$ cat config.mk
export PLATFORM = sky130hd
export DESIGN_NAME = dl11_top
export DESIGN_NICKNAME = d
export VERILOG_FILES = /design/src/dl11_pkg.sv /design/src/dl11_baud_gen.sv /design/src/dl11_regs.sv /design/src/dl11_top.sv /design/src/dl11_uart_rx.sv /design/src/dl11_uart_tx.sv
export SDC_FILE = /design/constraint.sdc
export NUM_CORES = 1
export LEC_CHECK = 0
export BUFFER_PORTS_ARGS = -buffer_cell sky130_fd_sc_hd__clkbuf_2
export CORE_MARGIN = 2
export CORE_UTILIZATION = 32
export DETAILED_ROUTE_END_ITERATION = 16
export PLACE_DENSITY = 0.5
export SYNTH_ARGS = -nofsm -noshare
export SYNTH_HDL_FRONTEND = slang
export SYNTH_SLANG_ARGS = --single-unit
export TNS_END_PERCENT = 1
$ cat constraint.sdc
create_clock -name clk -period 2.55 [get_ports clk]
set_clock_uncertainty 0.05 [all_clocks]
set_input_delay 0.51 -clock clk [delete_from_list [all_inputs] [get_ports clk]]
set_output_delay 0.51 -clock clk [all_outputs]
set_load 0.02 [all_outputs]
$ cat src/dl11_pkg.sv
/*
 * shared types and constants for the DL11 console serial line unit
 * import into any module that touches the bus, the UART state machines
 * or the interrupt
 */

package dl11_pkg;

   // register select, taken from address bits [2:1]
   typedef enum logic [1:0] {
      RCSR = 2'd0,
      RBUF = 2'd1,
      XCSR = 2'd2,
      XBUF = 2'd3
   } reg_sel_e;

   // transmitter FSM
   typedef enum logic [1:0] {
      TX_IDLE  = 2'd0,
      TX_START = 2'd1,
      TX_DATA  = 2'd2,
      TX_STOP  = 2'd3
   } tx_state_e;

   // receiver FSM
   typedef enum logic [1:0] {
      RX_IDLE  = 2'd0,
      RX_START = 2'd1,
      RX_DATA  = 2'd2,
      RX_STOP  = 2'd3
   } rx_state_e;

   // one I/O page access
   typedef struct packed {
      logic [12:0] addr;
      logic [15:0] wdata;
      logic        rd;
      logic        wr;
   } iopage_req_t;

   // character from the receiver, valid is a one-cycle pulse
   typedef struct packed {
      logic       valid;
      logic [7:0] data;
   } rx_char_t;

   // character to the transmitter, load is a one-cycle pulse
   typedef struct packed {
      logic       load;
      logic [7:0] data;
   } tx_load_t;

   typedef struct packed {
      logic       request;
      logic [7:0] vector;
   } intr_t;

   localparam logic [12:0] DL11_BASE = 13'o17560;
   localparam logic [7:0]  VEC_RX    = 8'o060;
   localparam logic [7:0]  VEC_TX    = 8'o064;

endpackage

$ cat src/dl11_baud_gen.sv
/*
 * baud rate generator, one counter chain gives the 16x receive
 * sample tick and the transmit bit tick so both stay in phase
 */

`timescale 1ns/100ps

module dl11_baud_gen #(
   parameter int CLKS_PER_BIT = 32
) (
   input  logic clk,
   input  logic reset,
   output logic tx_tick,
   output logic rx_tick
);

   localparam int DIV   = CLKS_PER_BIT / 16;
   localparam int DIV_W = (DIV > 1) ? $clog2(DIV) : 1;

   logic [DIV_W-1:0] div_cnt;
   logic [3:0]       sub_cnt;

   always_ff @(posedge clk)
   begin
      if (reset)
      begin
         div_cnt <= '0;
         sub_cnt <= '0;
      end
      else if (rx_tick)
      begin
         div_cnt <= '0;
         sub_cnt <= sub_cnt + 4'd1;
      end
      else
      begin
         div_cnt <= div_cnt + 1'b1;
      end
   end

   assign rx_tick = (div_cnt == DIV_W'(DIV - 1));
   // every sixteenth sample tick closes a bit period
   assign tx_tick = rx_tick && (sub_cnt == 4'd15);

   // sixteen sample ticks must add up to exactly one bit period
   a_tick_lock: assert property (@(posedge clk) disable iff (reset)
      $past(tx_tick, CLKS_PER_BIT) |-> tx_tick);

endmodule

$ cat src/dl11_regs.sv
/*
 * DL11 register block on the I/O page: RCSR, RBUF, XCSR and XBUF
 * reads are combinational from the address, writes land on the next edge
 * also forms the prioritized interrupt request and vector
 */

`timescale 1ns/100ps

module dl11_regs import dl11_pkg::*; (
   input  logic        clk,
   input  logic        reset,
   input  iopage_req_t req,
   input  rx_char_t    rx_char,
   input  logic        tx_busy,
   output logic [15:0] data_out,
   output logic        decode,
   output tx_load_t    tx_load,
   output intr_t       intr
);

   reg_sel_e    sel;
   logic        wr_en;
   logic        rd_en;
   logic [7:0]  rbuf;
   logic [15:0] xbuf;
   logic        rx_done;
   logic        tx_ready;
   logic        rx_ie;
   logic        tx_ie;
   logic        load_q;
   logic        tx_busy_q;
   logic        tx_fall;
   logic        rx_term;
   logic        tx_term;

   // four even word addresses starting at the base
   assign decode = (req.addr[12:3] == DL11_BASE[12:3]) && !req.addr[0];
   assign sel    = reg_sel_e'(req.addr[2:1]);
   assign wr_en  = req.wr && decode;
   assign rd_en  = req.rd && decode;

   always_comb
   begin
      data_out = 16'h0000;
      if (decode)
      begin
         case (sel)
            RCSR:    data_out = {8'h00, rx_done, rx_ie, 6'b000000};
            RBUF:    data_out = {8'h00, rbuf};
            XCSR:    data_out = {8'h00, tx_ready, tx_ie, 6'b000000};
            XBUF:    data_out = xbuf;
            default: data_out = 16'h0000;
         endcase
      end
   end

   assign tx_fall = tx_busy_q && !tx_busy;

   always_ff @(posedge clk)
   begin
      if (reset)
      begin
         rx_done   <= 1'b0;
         tx_ready  <= 1'b1;
         rx_ie     <= 1'b0;
         tx_ie     <= 1'b0;
         load_q    <= 1'b0;
         tx_busy_q <= 1'b0;
      end
      else
      begin
         tx_busy_q <= tx_busy;
         load_q    <= 1'b0;

         if (wr_en && sel == RCSR)
            rx_ie <= req.wdata[6];
         if (wr_en && sel == XCSR)
            tx_ie <= req.wdata[6];

         // an XBUF write only starts a character while ready
         if (wr_en && sel == XBUF && tx_ready)
         begin
            load_q   <= 1'b1;
            tx_ready <= 1'b0;
         end
         else if (tx_fall)
            tx_ready <= 1'b1;

         // a new character wins over a read in the same cycle
         if (rx_char.valid)
            rx_done <= 1'b1;
         else if (rd_en && sel == RBUF)
            rx_done <= 1'b0;
      end
   end

   always_ff @(posedge clk)
   begin
      if (wr_en && sel == XBUF)
         xbuf <= req.wdata;
      // no overrun flag, a late character simply overwrites
      if (rx_char.valid)
         rbuf <= rx_char.data;
   end

   assign tx_load = '{load: load_q, data: xbuf[7:0]};

   assign rx_term = rx_ie && rx_done;
   assign tx_term = tx_ie && tx_ready;

   // receiver has priority
   assign intr.request = rx_term || tx_term;
   assign intr.vector  = rx_term ? VEC_RX :
                         tx_term ? VEC_TX :
                         8'h00;

   a_rd_wr_excl: assert property (@(posedge clk) disable iff (reset) !(req.rd && req.wr));

endmodule

$ cat src/dl11_top.sv
/*
 * DL11 console serial line unit, ties the I/O page registers to the
 * baud generator and the 8N1 receiver and transmitter
 * CLKS_PER_BIT sets the bit period and must be a multiple of 16
 */

`timescale 1ns/100ps

module dl11_top import dl11_pkg::*; #(
   parameter int CLKS_PER_BIT = 32
) (
   input  logic        clk,
   input  logic        reset,
   input  iopage_req_t req,
   input  logic        rs232_rx,
   output logic [15:0] data_out,
   output logic        decode,
   output intr_t       intr,
   output logic        rs232_tx
);

   tx_load_t tx_load;
   rx_char_t rx_char;
   logic     tx_busy;
   logic     tx_tick;
   logic     rx_tick;

   dl11_regs u_regs (
      .clk      (clk),
      .reset    (reset),
      .req      (req),
      .rx_char  (rx_char),
      .tx_busy  (tx_busy),
      .data_out (data_out),
      .decode   (decode),
      .tx_load  (tx_load),
      .intr     (intr)
   );

   dl11_baud_gen #(
      .CLKS_PER_BIT (CLKS_PER_BIT)
   ) u_baud_gen (
      .clk     (clk),
      .reset   (reset),
      .tx_tick (tx_tick),
      .rx_tick (rx_tick)
   );

   dl11_uart_rx u_uart_rx (
      .clk      (clk),
      .reset    (reset),
      .rx_tick  (rx_tick),
      .rs232_rx (rs232_rx),
      .rx_char  (rx_char)
   );

   dl11_uart_tx u_uart_tx (
      .clk      (clk),
      .reset    (reset),
      .tx_tick  (tx_tick),
      .tx_load  (tx_load),
      .rs232_tx (rs232_tx),
      .tx_busy  (tx_busy)
   );

endmodule

$ cat src/dl11_uart_rx.sv
/*
 * 8N1 receiver, samples the line on the 16x tick, confirms the start
 * bit at mid-bit and delivers each good character as a one-cycle pulse
 * a frame with a low stop bit is dropped
 */

`timescale 1ns/100ps

module dl11_uart_rx import dl11_pkg::*; (
   input  logic     clk,
   input  logic     reset,
   input  logic     rx_tick,
   input  logic     rs232_rx,
   output rx_char_t rx_char
);

   rx_state_e  state;
   logic       rx_meta;
   logic       rx_sync;
   logic [3:0] tick_cnt;
   logic [2:0] bit_cnt;
   logic [7:0] shreg;
   logic       valid_q;
   logic       sample_bit;

   // mid-bit of a data bit
   assign sample_bit = rx_tick && (state == RX_DATA) && (tick_cnt == 4'd15);

   always_ff @(posedge clk)
   begin
      if (reset)
      begin
         rx_meta  <= 1'b1;
         rx_sync  <= 1'b1;
         state    <= RX_IDLE;
         tick_cnt <= '0;
         bit_cnt  <= '0;
         valid_q  <= 1'b0;
      end
      else
      begin
         rx_meta <= rs232_rx;
         rx_sync <= rx_meta;
         valid_q <= 1'b0;
         if (rx_tick)
         begin
            case (state)
               RX_IDLE:
               begin
                  tick_cnt <= '0;
                  if (!rx_sync)
                     state <= RX_START;
               end
               RX_START:
               begin
                  tick_cnt <= tick_cnt + 4'd1;
                  if (tick_cnt == 4'd7)
                  begin
                     // still low at mid-start, otherwise it was a glitch
                     tick_cnt <= '0;
                     bit_cnt  <= '0;
                     state    <= rx_sync ? RX_IDLE : RX_DATA;
                  end
               end
               RX_DATA:
               begin
                  tick_cnt <= tick_cnt + 4'd1;
                  if (tick_cnt == 4'd15)
                  begin
                     bit_cnt <= bit_cnt + 3'd1;
                     if (bit_cnt == 3'd7)
                        state <= RX_STOP;
                  end
               end
               RX_STOP:
               begin
                  tick_cnt <= tick_cnt + 4'd1;
                  if (tick_cnt == 4'd15)
                  begin
                     valid_q <= rx_sync;
                     state   <= RX_IDLE;
                  end
               end
               default: state <= RX_IDLE;
            endcase
         end
      end
   end

   // data arrives LSB first
   always_ff @(posedge clk)
   begin
      if (sample_bit)
         shreg <= {rx_sync, shreg[7:1]};
   end

   assign rx_char = '{valid: valid_q, data: shreg};

endmodule

$ cat src/dl11_uart_tx.sv
/*
 * 8N1 transmitter, takes one character on a load pulse and shifts it
 * out on the bit tick, tx_busy stays high until the stop bit ends
 */

`timescale 1ns/100ps

module dl11_uart_tx import dl11_pkg::*; (
   input  logic     clk,
   input  logic     reset,
   input  logic     tx_tick,
   input  tx_load_t tx_load,
   output logic     rs232_tx,
   output logic     tx_busy
);

   tx_state_e  state;
   logic [3:0] bit_cnt;
   logic [7:0] shreg;
   logic       accept;
   logic       shift;

   assign accept = tx_load.load && (state == TX_IDLE);
   assign shift  = tx_tick && (state == TX_DATA) && (bit_cnt != 4'd8);

   always_ff @(posedge clk)
   begin
      if (reset)
      begin
         state    <= TX_IDLE;
         bit_cnt  <= '0;
         rs232_tx <= 1'b1;
      end
      else if (accept)
      begin
         state <= TX_START;
      end
      else if (tx_tick)
      begin
         case (state)
            TX_START:
            begin
               rs232_tx <= 1'b0;
               bit_cnt  <= '0;
               state    <= TX_DATA;
            end
            TX_DATA:
            begin
               // counts 0..7 are data bits, 8 puts out the stop bit
               bit_cnt <= bit_cnt + 4'd1;
               if (bit_cnt == 4'd8)
               begin
                  rs232_tx <= 1'b1;
                  state    <= TX_STOP;
               end
               else
                  rs232_tx <= shreg[0];
            end
            TX_STOP:  state <= TX_IDLE;
            default:  state <= TX_IDLE;
         endcase
      end
   end

   always_ff @(posedge clk)
   begin
      if (accept)
         shreg <= tx_load.data;
      else if (shift)
         shreg <= {1'b0, shreg[7:1]};
   end

   assign tx_busy = (state != TX_IDLE);

   // the register block only loads when its ready flag is set
   a_no_load_busy: assert property (@(posedge clk) disable iff (reset)
      tx_load.load |-> !tx_busy);

endmodule

==> flow_summary.ini <==
[run_status]
status = finished, final reports clean

[setup_path]
setup.worst_path.end_class = primary output
path_class = in -> out
worst-endpoint-arrival_ns = 1.77
crit_path_start_kind = input pin
crit_fanout = 8
timing.rr.start = u_uart_rx.state[0]$_SDFFE_PP0P_
startpoint = req[25]
critical_path_required_ns = 1.99

[floorplan]
dieArea_mm2 = 0.0107
row_count = 36
die_w_um = 103
ios = 61
initial_utilization_pct = 32.6
design.core.area_mm2 = 0.00968
die_y_um = 103

[cells_and_area]
multiInputGateArea_mm2 = 0.00121
seqCellArea_mm2 = 0.00180
area_delta_synth_final_pct = 19.5
n_antenna_cell = 0
nNetsFinal = 369
nFillCells = 957
fin_area_mm2 = 0.00377
drive_above_1_share_pct = 24.8

[clocking]
cts-buffers-inserted = 9
htree_num_levels = 3
clk_path_buf_depth = 2
cts-root-buf = clkbuf_8
ctsResizeCount = 0
insertion_delay_ns = 0.33
postCtsSetupBuffers = 0
clk_pin_slew_ns = 0.08
ctsHoldBuffers = 0
tritoncts = done
clock_sinks = 70

[drt]
drc = 0
first_pass_iters = 6
drt_wl_total_um = 6080
vias = 2083
postRouteAntennaNets = 0
wl_per_cell_um = 13.2
drt_first_iter_violations = 91
vias_per_cell = 4.53

[synthesis]
seq_area_frac_synth_pct = 57.1
synth_flop_cell = edfxtp_1
yosysUniqueCellTypes = 50
synth_area_leaders = edfxtp_1, dfxtp_1, ha_1
ys_seq_elements = 70
syn-instance-count = 265
netlist_area_mm2 = 0.00315
netlist_top_cells_count = edfxtp_1, dfxtp_1, nor2_1
synth_top_area_share_pct = 38.1
synth_most_common_cell = edfxtp_1
synth_edf_count = 40
synth_area_per_cell_um2 = 11.9
synth-async-reset-ratio_pct = 0
yosys_warnings = 0
yosysTopAreaCell = edfxtp_1

[placed_design]
postPlaceCellArea_mm2 = 0.00353
io_buffers = 55
gp_congestion = 0.753
hpwl_um = 4440

[global_routing]
grt-busiest-layer = met2
use_met3_pct = 4.44
grt_max_degree = 22
grt_use_met2_pct = 19.1
grt_overflow = 0
grt_pass1_vias = 1961
grt_pass1_wl_um = 9850
antenna_found_initial = 0
grt_usage_pct = 12.4
globalRouteMet1Util_pct = 16.4

[job]
maxCapViolations = 0

[power_and_ir_drop]
power_density_mw_per_mm2 = 626
irDropWorstVdd_mv = 0.275
p_leak_uw = 0.00148

[timing]
rsz0062_at_grt = false
fin_crit_sh_pct = 91.2
finalWorstPathRequiredPeriod_ns = 2.33
slew_violations = 0
setup_viol = 0
tns_ns = 0
finalHoldViolCount = 0
fmax_ghz = 0.430

[hold_path]
worstHoldPathType = in -> reg
hp-start = req[17]
path summary, 6_finish.rpt:
kind / endpoint / slack (ns) / depth (start not counted)
max: data_out[8] / 0.22 / 6
min: u_regs.xbuf[15]$_DFFE_PN_ / 0.29 / 1
max reg2reg: flop / 0.58 / 6
min reg2reg: u_uart_rx.rx_sync$_SDFF_PP1_ / 0.37 / 1
placed cells by master (no fill, tap or decap), drive strengths merged, types with 3 or more instances in the layout:
master / netlist / layout
and3: 5 / 5
nand4: 4 / 4
nor2b: 3 / 3
nor2: 20 / 20
edfxtp: 40 / 40
and2: 11 / 11
a21oi: 13 / 13
mux2: 8 / 8
conb: 1 / 5
nand2: 17 / 17
nor3: 3 / 3
ha: 13 / 13
nand3: 10 / 10
mux2i: 9 / 9
buf: 12 / 4
inv: 12 / 12
o21ai: 13 / 13
clkbuf: 5 / 65
dfxtp: 30 / 30
bufinv: 0 / 3
per-stage QoR:
step	hold slack (ns)	power [µW]	cells	util, %	worst slack, ns
2_1_floorplan	0.333	1280	269	-	0.251
5_1_grt	0.269	2450	460	38.9	0.0948
4_1_cts	0.279	2390	460	38.9	0.191
3_5_place_dp	0.343	1310	444	36.5	0.192
6_report	0.295	2360	460	38.9	0.223
3_3_place_gp	0.341	1310	444	36.5	0.214
flip-flops by register name, summed over array words and instances, names as in the netlist, 2 cells and up, named ones only:
register,cells
u_uart_tx.bit_cnt,4
u_uart_rx.shreg,8
u_uart_rx.tick_cnt,4
u_regs.rbuf,8
u_uart_tx.state,2
u_regs.xbuf,16
u_baud_gen.sub_cnt,4
u_uart_rx.bit_cnt,3
u_uart_tx.shreg,8
worst max-delay path, cell delays in order:
cell	delay (ns)
clkbuf_2	0.07
and4bb_1	0.30
and3_1	0.21
and3_1	0.34
and2_1	0.17
clkbuf_2	0.16
metal layers:
layer | vias to the layer above | wire length (µm) | part of all wire [%]
li1 | 1065 | - | -
met1 | 963 | 2930 | 48
met2 | 50 | 2750 | 45
met3 | 5 | 317 | 5.2
met4 | 0 | 76 | 1.3
met5 | - | 0 | 0
kinds of logic after synthesis:
kind of cell	synth area share, %
multiplexers	7.14
other	0.119
flip-flops	57.1
AND/OR/NAND/NOR	15.6
AO/OA/AOI/OAI	9.17
buffers and inverters	4.88
XOR/XNOR	0.833
adder cells (fa/ha/maj)	5.16
area by class of cell:
| class | instances | area share [%] |
|---|---|---|
| flip-flops and latches | 70 | 47.8 |
| multi-input cells | 170 | 32.2 |
| repair buffers | 59 | 8.10 |
| well taps | 133 | 4.42 |
| clock buffers | 10 | 3.39 |
| clock inverters | 6 | 2.92 |
| inverters | 12 | 1.20 |
report_power, final:
group	total (µW)	switching, µW	internal (µW)
Clock	1070	426	649
Sequential	1200	8.81	1190
Combinational	84.7	46.1	38.6
Note: power is estimated with default switching activity, not from simulation.
